### src/hdl/acc_types_pkg.sv
// Accumulator types
// Data widths, epoch tags and scheduler states of the rescaling accumulator
package acc_types_pkg;

    // Data and accumulator width
    parameter int unsigned ACC_W = 32;

    // Pipeline depth, which also bounds the partials in flight
    parameter int unsigned MAC_STAGES = 4;

    parameter int unsigned FIFO_DEPTH = 8;

    // Factor epoch tag width
    parameter int unsigned TAG_W = 4;

    typedef logic [ACC_W-1:0] acc_data_t;
    typedef logic [TAG_W-1:0] acc_tag_t;

    typedef enum logic [1:0] {
        ACCUMULATE,
        DRAIN,
        REDUCE,
        DONE
    } sched_state_e;

endpackage

### src/hdl/acc_regs_pkg.sv
// Accumulator register map
// AXI4-Lite offsets and response codes of the control block
package acc_regs_pkg;

    parameter int unsigned AXIL_ADDR_W = 4;

    // Write-only pulses: bit 0 clear, bit 1 finish
    parameter logic [AXIL_ADDR_W-1:0] REG_CTRL = 4'h0;
    // Bit 0 busy, bit 1 done
    parameter logic [AXIL_ADDR_W-1:0] REG_STATUS = 4'h4;
    parameter logic [AXIL_ADDR_W-1:0] REG_RESULT = 4'h8;
    // Addends accepted since the last clear
    parameter logic [AXIL_ADDR_W-1:0] REG_COUNT = 4'hC;

    typedef logic [1:0] axil_resp_t;

    parameter axil_resp_t RESP_OKAY = 2'b00;
    parameter axil_resp_t RESP_SLVERR = 2'b10;

endpackage

### src/hdl/tagged_fifo.sv
// Tagged FIFO
// Circular buffer holding a data word and its factor epoch tag
`timescale 1ns/1ps

module tagged_fifo #(
    parameter int unsigned DATA_W = 32,
    parameter int unsigned DEPTH = 8
) (
    input  logic                     clk_i,
    input  logic                     rst_ni,
    input  logic                     flush_i,
    input  logic                     push_i,
    input  logic [DATA_W-1:0]        data_i,
    input  acc_types_pkg::acc_tag_t  tag_i,
    input  logic                     pop_i,
    output logic [DATA_W-1:0]        data_o,
    output acc_types_pkg::acc_tag_t  tag_o,
    output logic                     empty_o,
    output logic                     full_o
);
    import acc_types_pkg::*;

    localparam int unsigned PTR_W = (DEPTH > 1) ? $clog2(DEPTH) : 1;

    logic [DATA_W-1:0] data_mem [DEPTH];
    acc_tag_t          tag_mem [DEPTH];
    logic [PTR_W-1:0]  wr_ptr_q, rd_ptr_q;
    logic [PTR_W:0]    count_q;

    assign empty_o = (count_q == '0);
    assign full_o  = (count_q == (PTR_W+1)'(DEPTH));
    assign data_o  = data_mem[rd_ptr_q];
    assign tag_o   = tag_mem[rd_ptr_q];

    always_ff @(posedge clk_i) begin
        if (push_i) begin
            data_mem[wr_ptr_q] <= data_i;
            tag_mem[wr_ptr_q]  <= tag_i;
        end
    end

    always_ff @(posedge clk_i or negedge rst_ni) begin
        if (!rst_ni) begin
            wr_ptr_q <= '0;
            rd_ptr_q <= '0;
            count_q  <= '0;
        end else if (flush_i) begin
            wr_ptr_q <= '0;
            rd_ptr_q <= '0;
            count_q  <= '0;
        end else begin
            if (push_i) begin
                wr_ptr_q <= (wr_ptr_q == PTR_W'(DEPTH - 1)) ? '0 : wr_ptr_q + 1'b1;
            end
            if (pop_i) begin
                rd_ptr_q <= (rd_ptr_q == PTR_W'(DEPTH - 1)) ? '0 : rd_ptr_q + 1'b1;
            end
            count_q <= count_q + (PTR_W+1)'(push_i) - (PTR_W+1)'(pop_i);
        end
    end

    a_no_overflow: assert property (@(posedge clk_i) disable iff (!rst_ni)
        !(push_i && full_o));
    a_no_underflow: assert property (@(posedge clk_i) disable iff (!rst_ni)
        !(pop_i && empty_o));

endmodule

### src/hdl/rescale_mac_pipe.sv
// Rescaling multiply-add pipeline
// Computes a * b + c with a fixed latency and carries a tag beside each operation
`timescale 1ns/1ps

module rescale_mac_pipe #(
    parameter int unsigned DATA_W = 32,
    parameter int unsigned STAGES = 4
) (
    input  logic                     clk_i,
    input  logic                     rst_ni,
    input  logic                     flush_i,
    input  logic                     valid_i,
    input  logic [DATA_W-1:0]        a_i,
    input  logic [DATA_W-1:0]        b_i,
    input  acc_types_pkg::acc_data_t c_i,
    input  acc_types_pkg::acc_tag_t  tag_i,
    output logic                     valid_o,
    output logic [DATA_W-1:0]        res_o,
    output acc_types_pkg::acc_tag_t  tag_o
);
    import acc_types_pkg::*;

    logic [STAGES-1:0] valid_q;
    logic [DATA_W-1:0] data_q [STAGES];
    acc_tag_t          tag_q [STAGES];

    // Valid bits carry the control state of the chain
    always_ff @(posedge clk_i or negedge rst_ni) begin
        if (!rst_ni) begin
            valid_q <= '0;
        end else if (flush_i) begin
            valid_q <= '0;
        end else begin
            valid_q <= {valid_q[STAGES-2:0], valid_i};
        end
    end

    // Product is formed at the first stage, later stages only delay it
    always_ff @(posedge clk_i) begin
        data_q[0] <= a_i * b_i + DATA_W'(c_i);
        tag_q[0]  <= tag_i;
        for (int i = 1; i < STAGES; i++) begin
            data_q[i] <= data_q[i-1];
            tag_q[i]  <= tag_q[i-1];
        end
    end

    assign valid_o = valid_q[STAGES-1];
    assign res_o   = data_q[STAGES-1];
    assign tag_o   = tag_q[STAGES-1];

endmodule

### src/hdl/partial_sum_sched.sv
// Partial sum scheduler
// Tags, factor use counting, operand choice for the pipeline and final reduction
`timescale 1ns/1ps

module partial_sum_sched #(
    parameter int unsigned DATA_W = 32,
    parameter int unsigned STAGES = 4,
    parameter int unsigned DEPTH = 8
) (
    input  logic                    clk_i,
    input  logic                    rst_ni,
    input  logic                    clear_i,
    input  logic                    finish_i,
    input  logic                    mul_push_i,
    input  logic [DATA_W-1:0]       add_data_i,
    input  acc_types_pkg::acc_tag_t add_tag_i,
    input  logic                    add_empty_i,
    input  logic [DATA_W-1:0]       mul_data_i,
    input  acc_types_pkg::acc_tag_t mul_tag_i,
    input  logic                    mul_empty_i,
    input  logic                    pipe_valid_i,
    input  logic [DATA_W-1:0]       pipe_res_i,
    input  acc_types_pkg::acc_tag_t pipe_tag_i,
    output logic                    add_pop_o,
    output logic                    mul_pop_o,
    output acc_types_pkg::acc_tag_t tag_cnt_o,
    output logic                    issue_valid_o,
    output logic [DATA_W-1:0]       a_o,
    output logic [DATA_W-1:0]       b_o,
    output logic [DATA_W-1:0]       c_o,
    output acc_types_pkg::acc_tag_t issue_tag_o,
    output logic                    accept_o,
    output logic [DATA_W-1:0]       count_o,
    output logic                    busy_o,
    output logic                    done_o,
    output logic [DATA_W-1:0]       result_o
);
    import acc_types_pkg::*;

    localparam int unsigned CNT_W = $clog2(STAGES + 1);

    sched_state_e state_q;
    acc_tag_t     tag_cnt_q, ptag, next_tag;
    logic [CNT_W-1:0] inflight_q, uses_q;
    logic [DATA_W-1:0] count_q, result_q;
    logic done_q, run, last_use;
    logic add_hit, do_scale, add_after, do_start, do_skip;

    assign run = (state_q == ACCUMULATE) || (state_q == DRAIN);

    // Epoch of the oldest partials, equal to the head factor tag when one waits
    assign ptag     = mul_empty_i ? tag_cnt_q : mul_tag_i;
    assign next_tag = pipe_tag_i + 1'b1;
    assign last_use = (uses_q + 1'b1) == inflight_q;

    // An addend of the same epoch is merged before the factor is applied
    assign add_hit   = pipe_valid_i && !add_empty_i && (add_tag_i == pipe_tag_i);
    assign do_scale  = pipe_valid_i && !mul_empty_i && (pipe_tag_i == mul_tag_i) && !add_hit;
    assign add_after = do_scale && !add_empty_i && (add_tag_i == next_tag);
    // New partials only start in a bubble and never while a factor is half applied
    assign do_start  = !pipe_valid_i && !add_empty_i && (add_tag_i == ptag)
                       && (uses_q == '0) && (inflight_q < CNT_W'(STAGES));
    // No partial needs this factor
    assign do_skip   = !pipe_valid_i && (inflight_q == '0) && !mul_empty_i
                       && (add_empty_i || (add_tag_i != mul_tag_i));

    assign add_pop_o = run && (add_hit || add_after || do_start);
    assign mul_pop_o = run && ((do_scale && last_use) || do_skip);

    assign issue_valid_o = run && (pipe_valid_i || do_start);
    assign a_o = pipe_valid_i ? pipe_res_i : add_data_i;
    assign b_o = do_scale ? mul_data_i : DATA_W'(1);
    assign c_o = (add_hit || add_after) ? add_data_i : '0;
    assign issue_tag_o = !pipe_valid_i ? add_tag_i : (do_scale ? next_tag : pipe_tag_i);

    assign tag_cnt_o = tag_cnt_q;
    assign accept_o  = (state_q == ACCUMULATE);
    assign count_o   = count_q;
    assign busy_o    = (state_q != DONE);
    assign done_o    = done_q;
    assign result_o  = result_q;

    always_ff @(posedge clk_i or negedge rst_ni) begin
        if (!rst_ni) begin
            state_q    <= DONE;
            done_q     <= 1'b0;
            tag_cnt_q  <= '0;
            inflight_q <= '0;
            uses_q     <= '0;
            count_q    <= '0;
            result_q   <= '0;
        end else if (clear_i) begin
            state_q    <= ACCUMULATE;
            done_q     <= 1'b0;
            tag_cnt_q  <= '0;
            inflight_q <= '0;
            uses_q     <= '0;
            count_q    <= '0;
            result_q   <= '0;
        end else begin
            if (mul_push_i) begin
                tag_cnt_q <= tag_cnt_q + 1'b1;
            end
            if (add_pop_o) begin
                count_q <= count_q + 1'b1;
            end
            if (run && do_scale) begin
                uses_q <= last_use ? '0 : uses_q + 1'b1;
            end
            if (run && do_start) begin
                inflight_q <= inflight_q + 1'b1;
            end
            case (state_q)
                ACCUMULATE: if (finish_i) state_q <= DRAIN;
                DRAIN:      if (add_empty_i && mul_empty_i) state_q <= REDUCE;
                REDUCE: begin
                    if (pipe_valid_i) begin
                        result_q   <= result_q + pipe_res_i;
                        inflight_q <= inflight_q - 1'b1;
                    end else if (inflight_q == '0) begin
                        state_q <= DONE;
                        done_q  <= 1'b1;
                    end
                end
                default: ;
            endcase
        end
    end

    a_inflight_bound: assert property (@(posedge clk_i) disable iff (!rst_ni)
        inflight_q <= CNT_W'(STAGES));

endmodule

### src/hdl/acc_axil_regs.sv
// Accumulator control registers
// AXI4-Lite slave that pulses clear and finish and reports status, result and count
`timescale 1ns/1ps

module acc_axil_regs (
    input  logic                                 clk_i,
    input  logic                                 rst_ni,
    input  logic                                 s_awvalid_i,
    input  logic [acc_regs_pkg::AXIL_ADDR_W-1:0] s_awaddr_i,
    input  logic                                 s_wvalid_i,
    input  acc_types_pkg::acc_data_t             s_wdata_i,
    input  logic                                 s_bready_i,
    input  logic                                 s_arvalid_i,
    input  logic [acc_regs_pkg::AXIL_ADDR_W-1:0] s_araddr_i,
    input  logic                                 s_rready_i,
    input  logic                                 busy_i,
    input  logic                                 done_i,
    input  acc_types_pkg::acc_data_t             result_i,
    input  acc_types_pkg::acc_data_t             count_i,
    output logic                                 s_awready_o,
    output logic                                 s_wready_o,
    output logic                                 s_bvalid_o,
    output acc_regs_pkg::axil_resp_t             s_bresp_o,
    output logic                                 s_arready_o,
    output logic                                 s_rvalid_o,
    output acc_types_pkg::acc_data_t             s_rdata_o,
    output acc_regs_pkg::axil_resp_t             s_rresp_o,
    output logic                                 clear_o,
    output logic                                 finish_o
);
    import acc_regs_pkg::*;

    logic wr_fire, rd_fire, ctrl_hit;

    // Address and data are taken together, one write outstanding at a time
    assign s_awready_o = !s_bvalid_o && s_awvalid_i && s_wvalid_i;
    assign s_wready_o  = s_awready_o;
    assign wr_fire     = s_awready_o;
    assign ctrl_hit    = (s_awaddr_i == REG_CTRL);

    assign s_arready_o = !s_rvalid_o;
    assign rd_fire     = s_arvalid_i && s_arready_o;

    always_ff @(posedge clk_i or negedge rst_ni) begin
        if (!rst_ni) begin
            s_bvalid_o <= 1'b0;
            s_rvalid_o <= 1'b0;
            clear_o    <= 1'b0;
            finish_o   <= 1'b0;
        end else begin
            clear_o  <= wr_fire && ctrl_hit && s_wdata_i[0];
            finish_o <= wr_fire && ctrl_hit && s_wdata_i[1];
            if (wr_fire) begin
                s_bvalid_o <= 1'b1;
            end else if (s_bready_i) begin
                s_bvalid_o <= 1'b0;
            end
            if (rd_fire) begin
                s_rvalid_o <= 1'b1;
            end else if (s_rready_i) begin
                s_rvalid_o <= 1'b0;
            end
        end
    end

    always_ff @(posedge clk_i) begin
        if (wr_fire) begin
            s_bresp_o <= ctrl_hit ? RESP_OKAY : RESP_SLVERR;
        end
        if (rd_fire) begin
            s_rresp_o <= RESP_OKAY;
            case (s_araddr_i)
                REG_CTRL:   s_rdata_o <= '0;
                REG_STATUS: s_rdata_o <= {{($bits(s_rdata_o) - 2){1'b0}}, done_i, busy_i};
                REG_RESULT: s_rdata_o <= result_i;
                REG_COUNT:  s_rdata_o <= count_i;
                default: begin
                    s_rdata_o <= '0;
                    s_rresp_o <= RESP_SLVERR;
                end
            endcase
        end
    end

    a_bvalid_hold: assert property (@(posedge clk_i) disable iff (!rst_ni)
        s_bvalid_o && !s_bready_i |=> s_bvalid_o);
    a_rvalid_hold: assert property (@(posedge clk_i) disable iff (!rst_ni)
        s_rvalid_o && !s_rready_i |=> s_rvalid_o && $stable(s_rdata_o));

endmodule

### src/hdl/rescale_acc_top.sv
// Rescaling accumulator top level
// Joins the register block, the tagged FIFOs, the scheduler and the pipeline
`timescale 1ns/1ps

module rescale_acc_top #(
    parameter int unsigned DATA_W = acc_types_pkg::ACC_W,
    parameter int unsigned STAGES = acc_types_pkg::MAC_STAGES,
    parameter int unsigned DEPTH = acc_types_pkg::FIFO_DEPTH
) (
    input  logic                                 clk_i,
    input  logic                                 rst_ni,
    input  logic                                 s_awvalid_i,
    input  logic [acc_regs_pkg::AXIL_ADDR_W-1:0] s_awaddr_i,
    output logic                                 s_awready_o,
    input  logic                                 s_wvalid_i,
    input  acc_types_pkg::acc_data_t             s_wdata_i,
    output logic                                 s_wready_o,
    output logic                                 s_bvalid_o,
    output acc_regs_pkg::axil_resp_t             s_bresp_o,
    input  logic                                 s_bready_i,
    input  logic                                 s_arvalid_i,
    input  logic [acc_regs_pkg::AXIL_ADDR_W-1:0] s_araddr_i,
    output logic                                 s_arready_o,
    output logic                                 s_rvalid_o,
    output acc_types_pkg::acc_data_t             s_rdata_o,
    output acc_regs_pkg::axil_resp_t             s_rresp_o,
    input  logic                                 s_rready_i,
    input  logic                                 add_valid_i,
    input  logic [DATA_W-1:0]                    add_data_i,
    input  logic                                 mul_valid_i,
    input  logic [DATA_W-1:0]                    mul_data_i,
    output logic                                 ready_o
);
    import acc_types_pkg::*;

    logic clear, finish, busy, done, accept;
    logic add_push, add_pop, add_empty, add_full;
    logic mul_push, mul_pop, mul_empty, mul_full;
    logic issue_valid, pipe_valid;
    logic [DATA_W-1:0] add_head, mul_head, op_a, op_b, op_c, pipe_res, result, count;
    acc_tag_t tag_cnt, add_tag_in, add_tag, mul_tag, issue_tag, pipe_tag;

    assign ready_o    = accept && !add_full && !mul_full;
    assign add_push   = add_valid_i && ready_o;
    assign mul_push   = mul_valid_i && ready_o;
    // A factor in the same cycle is ordered before the addend
    assign add_tag_in = tag_cnt + acc_tag_t'(mul_push);

    acc_axil_regs u_regs (
        .clk_i, .rst_ni,
        .s_awvalid_i, .s_awaddr_i, .s_wvalid_i, .s_wdata_i, .s_bready_i,
        .s_arvalid_i, .s_araddr_i, .s_rready_i,
        .busy_i(busy), .done_i(done), .result_i(result), .count_i(count),
        .s_awready_o, .s_wready_o, .s_bvalid_o, .s_bresp_o,
        .s_arready_o, .s_rvalid_o, .s_rdata_o, .s_rresp_o,
        .clear_o(clear), .finish_o(finish)
    );

    tagged_fifo #(.DATA_W(DATA_W), .DEPTH(DEPTH)) u_add_fifo (
        .clk_i, .rst_ni, .flush_i(clear), .push_i(add_push), .data_i(add_data_i),
        .tag_i(add_tag_in), .pop_i(add_pop), .data_o(add_head), .tag_o(add_tag),
        .empty_o(add_empty), .full_o(add_full)
    );

    tagged_fifo #(.DATA_W(DATA_W), .DEPTH(DEPTH)) u_mul_fifo (
        .clk_i, .rst_ni, .flush_i(clear), .push_i(mul_push), .data_i(mul_data_i),
        .tag_i(tag_cnt), .pop_i(mul_pop), .data_o(mul_head), .tag_o(mul_tag),
        .empty_o(mul_empty), .full_o(mul_full)
    );

    partial_sum_sched #(.DATA_W(DATA_W), .STAGES(STAGES), .DEPTH(DEPTH)) u_sched (
        .clk_i, .rst_ni, .clear_i(clear), .finish_i(finish), .mul_push_i(mul_push),
        .add_data_i(add_head), .add_tag_i(add_tag), .add_empty_i(add_empty),
        .mul_data_i(mul_head), .mul_tag_i(mul_tag), .mul_empty_i(mul_empty),
        .pipe_valid_i(pipe_valid), .pipe_res_i(pipe_res), .pipe_tag_i(pipe_tag),
        .add_pop_o(add_pop), .mul_pop_o(mul_pop), .tag_cnt_o(tag_cnt),
        .issue_valid_o(issue_valid), .a_o(op_a), .b_o(op_b), .c_o(op_c),
        .issue_tag_o(issue_tag), .accept_o(accept), .count_o(count),
        .busy_o(busy), .done_o(done), .result_o(result)
    );

    rescale_mac_pipe #(.DATA_W(DATA_W), .STAGES(STAGES)) u_mac (
        .clk_i, .rst_ni, .flush_i(clear), .valid_i(issue_valid),
        .a_i(op_a), .b_i(op_b), .c_i(op_c), .tag_i(issue_tag),
        .valid_o(pipe_valid), .res_o(pipe_res), .tag_o(pipe_tag)
    );

endmodule

### config.mk
export PLATFORM = sky130hd
export DESIGN_NAME = rescale_acc_top
export DESIGN_NICKNAME = d
export VERILOG_FILES = /design/src/hdl/acc_types_pkg.sv /design/src/hdl/acc_regs_pkg.sv /design/src/hdl/tagged_fifo.sv /design/src/hdl/rescale_mac_pipe.sv /design/src/hdl/partial_sum_sched.sv /design/src/hdl/acc_axil_regs.sv /design/src/hdl/rescale_acc_top.sv
export SDC_FILE = /design/constraint.sdc
export NUM_CORES = 2
export LEC_CHECK = 0
export BUFFER_PORTS_ARGS = -buffer_cell sky130_fd_sc_hd__buf_2
export CAP_MARGIN = 25
export CORE_ASPECT_RATIO = 1.5
export CORE_MARGIN = 2
export CORE_UTILIZATION = 55
export CTS_BUF_LIST = sky130_fd_sc_hd__clkbuf_2 sky130_fd_sc_hd__clkbuf_4 sky130_fd_sc_hd__clkbuf_8
export DETAILED_ROUTE_END_ITERATION = 7
export PLACE_DENSITY = 0.85
export SLEW_MARGIN = 30
export SYNTH_ARGS = -nofsm -noshare
export SYNTH_HDL_FRONTEND = slang
export SYNTH_SLANG_ARGS = --single-unit
export TNS_END_PERCENT = 20
### constraint.sdc
create_clock -name clk_i -period 9.33 [get_ports clk_i]
set_input_delay 0.933 -clock clk_i [delete_from_list [all_inputs] [get_ports clk_i]]
set_output_delay 0.933 -clock clk_i [all_outputs]
set_load 0.05 [all_outputs]
* Word level (Yosys, flattened, before mapping)
Memories as Yosys holds them, arrays and structs flattened.
Cells that the tools add are included.
** Cells by class
- Add/subtract/negate cells :: 17
- Multipliers :: 1
- Div/mod/pow operators :: 0
- Magnitude comparators :: 1
- Equality and inequality tests :: 23
- Shift-type cells :: 0
- Mux-type cells :: 56
- Bitwise operators :: 0
- Reductions and logical operators :: 67
** Operators by type and width (number)
- 32-bit two-way mux :: 8
- 32-bit case mux with 3 select lines :: 1
- 32-bit adder :: 2
- 3-bit two-way mux :: 19
- 32-bit by 1-bit adder with 32-bit output, second input constant :: 1
- 32-bit by 32-bit multiplier with 32-bit output :: 1
- 4-bit two-way mux :: 8
- 1-bit logical AND :: 31
- 2-bit nonzero test :: 10
- 3-bit by 1-bit adder with 3-bit output, second input constant :: 6
- 4-bit == test :: 4
- 4-bit == test, second input constant :: 4
- 4-bit logical NOT :: 4
- 2-bit two-way mux :: 7
- 4-bit by 1-bit adder with 4-bit output :: 3
- 3-bit == test, second input constant :: 4
- 1-bit two-way mux :: 12
- 4-bit by 1-bit adder with 4-bit output, second input constant :: 2
- 1-bit logical NOT :: 8
- 4-bit by 1-bit subtractor with 4-bit output :: 2
- 3-bit logical NOT :: 2
- 1-bit logical OR :: 6
- 3-bit inequality test, second input constant :: 2
- 2-bit case mux with 3 select lines :: 1
- 16 further kinds :: 17
** Storage, ports and cells
- Bits in registers :: 141
- Bits in latches :: 0
- Bits in writable memories :: 720
- Memory bits (read-only) :: 0
- Input bits :: 113
- Output and inout bits :: 42
- Logic and storage cells :: 192
- Memories :: 6
** Memory list
- u_add_fifo.data_mem :: depth 8, width 32, rd ports 1, clocked after memory_dff 0, wr ports 1, RTL line tagged_fifo.sv:25 : logic [DATA_W-1:0] data_mem [DEPTH];
- u_mul_fifo.data_mem :: depth 8, width 32, rd ports 1, clocked after memory_dff 0, wr ports 1, RTL line tagged_fifo.sv:25
- u_mac.data_q :: depth 4, width 32, rd ports 4, clocked after memory_dff 0, wr ports 4, RTL line rescale_mac_pipe.sv:24 : logic [DATA_W-1:0] data_q [STAGES];
- u_add_fifo.tag_mem :: depth 8, width 4, rd ports 1, clocked after memory_dff 0, wr ports 1, RTL line tagged_fifo.sv:26 : acc_tag_t tag_mem [DEPTH];
- u_mul_fifo.tag_mem :: depth 8, width 4, rd ports 1, clocked after memory_dff 0, wr ports 1, RTL line tagged_fifo.sv:26
- u_mac.tag_q :: depth 4, width 4, rd ports 4, clocked after memory_dff 0, wr ports 4, RTL line rescale_mac_pipe.sv:25 : acc_tag_t tag_q [STAGES];

* Depth between registers and ports, before layout
- Depth in word-level cells :: 13
- Mapped depth :: 40

* Modules after synthesis
A second synthesis with hierarchy kept.
** Second synthesis, totals
- Cell total of the unflattened synthesis :: 3843
- Area total of the unflattened synthesis :: 51348.0 µm²
** By module, submodules not included
- rescale_mac_pipe :: times used 1, cells each 2015, area each 19896.6 µm², seq. area each 2982.9 µm²
- tagged_fifo at u_add_fifo :: times used 1, cells each 485, area each 11668.7 µm², seq. area each 8898.5 µm²
- tagged_fifo at u_mul_fifo :: times used 1, cells each 484, area each 11666.2 µm², seq. area each 8898.5 µm²
- partial_sum_sched :: times used 1, cells each 752, area each 6396.1 µm², seq. area each 1929.4 µm²
- acc_axil_regs :: times used 1, cells each 99, area each 1647.8 µm², seq. area each 1121.1 µm²
- rescale_acc_top :: times used 1, cells each 8, area each 72.6 µm², seq. area each 0.0 µm²

* Least setup slack after synthesis
No wires, ideal clock.
- Path type :: flip-flop to flip-flop
- Start :: register u_add_fifo.rd_ptr_q[2]
- End :: memory u_mac.data_q[0][30]
- Setup time :: 0.072 ns
- Arrival :: 9.328 ns
- Slack :: -0.070 ns
- Stages on the path, launching flop included :: 40
- Cells stage by stage :: dfrtp_1 buf_2 buf_4 buf_2 mux4_2 mux2i_2 xor2_1 nand4_1 nand2_4 clkbuf_1 or2_2 clkbuf_1 clkbuf_1 nand2_1 fa_1 inv_1 fa_1 fa_1 [... 4 more ...] inv_1 fa_1 inv_1 fa_1 inv_1 fa_1 inv_1 ha_1 o21a_1 o211ai_1 o21ai_0 or3_1 a31oi_1 o31ai_1 o21ba_2 o21a_1 nor2_1 xnor2_1
** RTL lines
- from (decl) :: RTL line tagged_fifo.sv:27 : logic [PTR_W-1:0] wr_ptr_q, rd_ptr_q;
- from (signal assigned) :: RTL line tagged_fifo.sv:56 : rd_ptr_q <= (rd_ptr_q == PTR_W'(DEPTH - 1)) ? '0 : rd_ptr_q + 1'b1;
- to (decl) :: RTL line rescale_mac_pipe.sv:24

==> run summary <==
WHS = 0.0892 ns
die extent in x = 250 µm
deepest clock path buffer count = 3
largest net degree at the start of global routing = 83
Fmax = 107 MHz
# H-tree levels = 3
CP startpoint = u_add_fifo.rd_ptr_q[2]$_DFFE_PN0P_
RSZ-0062 raised after global routing = true
R2R Path Start = u_add_fifo.rd_ptr_q[2]$_DFFE_PN0P_
worst setup margin = -0.0177 ns
CTS Hold Bufs = 0
largest area contributor in the netlist = edfxtp_1
worst-path cell with the longest stage delay = fa_1
Seq/Total Area, Yosys = 0.477
design area = 56700 µm²
Crit path required time = 9.99 ns
violated checks = setup timing
Num CTS Buffers = 116
initial antenna violation count = 10
gr usage total = 0.296
Tcrit/Tclk final = 1.00
top cell type's share of synthesized area = 0.367
VDD IR max = 0.231 mV
1st-iter DRT viols = 2986
FF-to-FF path depth = 34
Worst-Margin Slew = 0.972 ns
worst skew pair latency = 0.84 ns
minimum clock period after layout = 9.35 ns
ys flop type = edfxtp_1
startpoint types = flip-flop
Die Ht = 373 µm
clk_skew = 0.107 ns
clock share of power = 0.181
total grt overflow = 0
crit path kind = flip-flop to flip-flop
Final Net Count = 5014
crit path max fanout = 17
hpwl dp = 96.8 mm
Crit. End Element = flip-flop
Placement Rows = 135
routability cong. = 1.03
die footprint = 93300 µm²
Internal = 9770 µW
Max Slew Vio Count = 0
Placed Area = 53600 µm²
Root Driver = clkbuf_8
sequential group share of total power = 0.311
Final Hold Viols = 0
Net Sw Frac = 0.426
Combinational Power Share = 0.509
Synth async-reset ratio = 0.122
most frequent cells in the layout = edfxtp_1, inv_1, fa_1, nand2_1, nor2_1
outcome = finished with violations
cell mode on critical path = fa_1
Lkg Pwr = 0.0237 µW
Cell Pwr Density = 300 nW/µm²
Routed WL per cell = 25.1 µm
number of synthesized flops with an enable pin = 610
Residual DRC = 0
crit path DAT = 10.00 ns
Synth cell types = 75
DRT Wirelength = 139 mm
commonest non-fill, non-tap cell in the layout = edfxtp_1
initial cell density of the core = 0.554
Synth warnings = 0
clock tree sinks = 859
total power draw = 17000 µW
Sw Pwr = 7260 µW
headroom to the max-slew limit = 0.352
CORE AREA = 90200 µm²
syn_area_per_cell = 12.8 µm²
final setup violation count = 2
Synth Instances = 3911
via/cell ratio = 5.99
#FFs+latches synth = 859
drt first pass iters = 6
antenna viol nets, final = 0
vias post-DR = 33200
maxcap violations = 0
CTS tree = built
area grow syn2layout = 13.5%
Hold Path Class = input pin to async pin
IO Pins = 155
reg2reg setup slack = -0.02 ns
clk slew on worst S/H paths = 0.07 ns
share of cells above drive strength 1 = 0.206
Setup TNS Final = -0.0279 ns
input/output buffers = 122
Mapped Area = 50000 µm²
critical path's largest stage delay = 0.65 ns
largest cells by area after synthesis = edfxtp_1, fa_1, mux4_2
vias in the first global route = 35000
Worst Setup EP = u_mac.data_q[0][31]$_DFF_P_
RR Endpoint = u_mac.data_q[0][31]$_DFF_P_
first-pass GRT wire length = 205 mm
-- worst max-delay path: cells and delay by family (launching register included) --
kind | cells | cell delay, ns
and+or+nand+nor | 7 | 1.12
muxes | 2 | 0.68
DFF | 1 | 0.43
buffers and inverters | 9 | 0.96
xor gates and xnor gates | 2 | 0.44
AOI/OAI and AO/OA | 5 | 1.41
adders and majority gates | 9 | 4.13
-- sequential cells by signal, indices dropped and copies added, names as in the netlist, 2 cells and up --
name,count
u_add_fifo.data_mem,256
u_mul_fifo.data_mem,256
u_mac.data_q,128
u_add_fifo.tag_mem,32
u_mul_fifo.tag_mem,32
u_regs.s_rdata_o,32
u_sched.count_o,32
u_sched.result_o,32
u_mac.tag_q,16
u_add_fifo.count_q,4
u_mac.valid_q,4
u_mul_fifo.count_q,4
u_sched.tag_cnt_o,4
u_add_fifo.rd_ptr_q,3
u_add_fifo.wr_ptr_q,3
u_mul_fifo.rd_ptr_q,3
u_mul_fifo.wr_ptr_q,3
u_sched.inflight_q,3
u_sched.uses_q,3
u_sched.state_q,2
-- how the worst min path moves through the flow --
stage | start | endpoint | slack [ns] | cells after the start
2_1_floorplan | u_mac.data_q[0][0]$_DFF_P_ | u_mac.data_q[1][0]$_DFF_P_ | 0.31 | 0
3_3_place_gp | u_mac.data_q[0][7]$_DFF_P_ | u_mac.data_q[1][7]$_DFF_P_ | 0.31 | 0
3_5_place_dp | u_mac.data_q[1][13]$_DFF_P_ | u_mac.data_q[2][13]$_DFF_P_ | 0.31 | 0
4_1_cts | rst_ni | u_sched.result_o[28]$_DFFE_PN0P_ | 0.06 | 1
5_1_grt | rst_ni | u_regs.s_rvalid_o$_DFFE_PN0P_ | 0.11 | 1
6_report | rst_ni | u_regs.s_rvalid_o$_DFFE_PN0P_ | 0.09 | 1
-- what timing repair did --
item | CTS | global route
buffers inserted | 7 | 8
pin swaps | 7 | 39
resized for setup | 24 | 71
cloned | 0 | 2
setup endpoints to repair | 3 | 8
-- power groups by stage --
stage | clock (µW) | sequential, µW | combinational [µW]
floorplan | 0 | 5150 | 4930
global placement | 0 | 5280 | 7760
detailed placement | 0 | 5330 | 7980
CTS | 3090 | 5260 | 8140
global route | 3250 | 5330 | 9150
finish | 3080 | 5290 | 8660
-- cell families (layout without fill, tap and decap cells) --
group | count (synthesis) | after routing | synth area share
xor gates and xnor gates | 161 | 161 | 0.0296
AOI/OAI and AO/OA | 279 | 279 | 0.0363
adders and majority gates | 630 | 630 | 0.224
DFF | 859 | 859 | 0.477
and+or+nand+nor | 1008 | 1008 | 0.0870
muxes | 276 | 276 | 0.0925
other | 1 | 11 | 0.0000750
buffers and inverters | 697 | 1158 | 0.0538
-- metrics by stage --
stage | utilization | std cells | setup slack, ns
5_1_grt | 0.628 | 5540 | -0.141
6_report | 0.629 | 5546 | -0.0177
2_1_floorplan | - | 3912 | 0.00124
4_1_cts | 0.624 | 5527 | 0.00747
3_5_place_dp | 0.594 | 5300 | -0.228
3_3_place_gp | 0.594 | 5300 | -0.0570
-- per-layer routing --
metal,part of all wire,up-vias,track usage
li1,-,13900,-
met4,0.10,8,0.246
met1,0.32,16700,0.323
met3,0.088,702,0.0671
met5,0.00034,-,0
met2,0.49,1986,0.493
-- cell usage after synthesis (all sizes together), types with 86 or more instances --
library cell  count
mux4            141
a21oi            95
fa              441
nand2           402
xnor2            94
ha              189
edfxtp          610
nor2            387
dfxtp           144
clkbuf           86
inv             553
dfrtp           103
-- area by class of cell --
class,count,area [µm²]
Tap cell,1164,1460
Antenna cell,9,22.5
Fill cell,6324,33500
Timing Repair Buffer,383,2870
Clock buffer,150,1910
Sequential cell,859,23800
Inverter,555,2080
Multi-Input combinational cell,2356,23900
Clock inverter,70,623
Note: power is estimated with default switching activity, not from simulation.
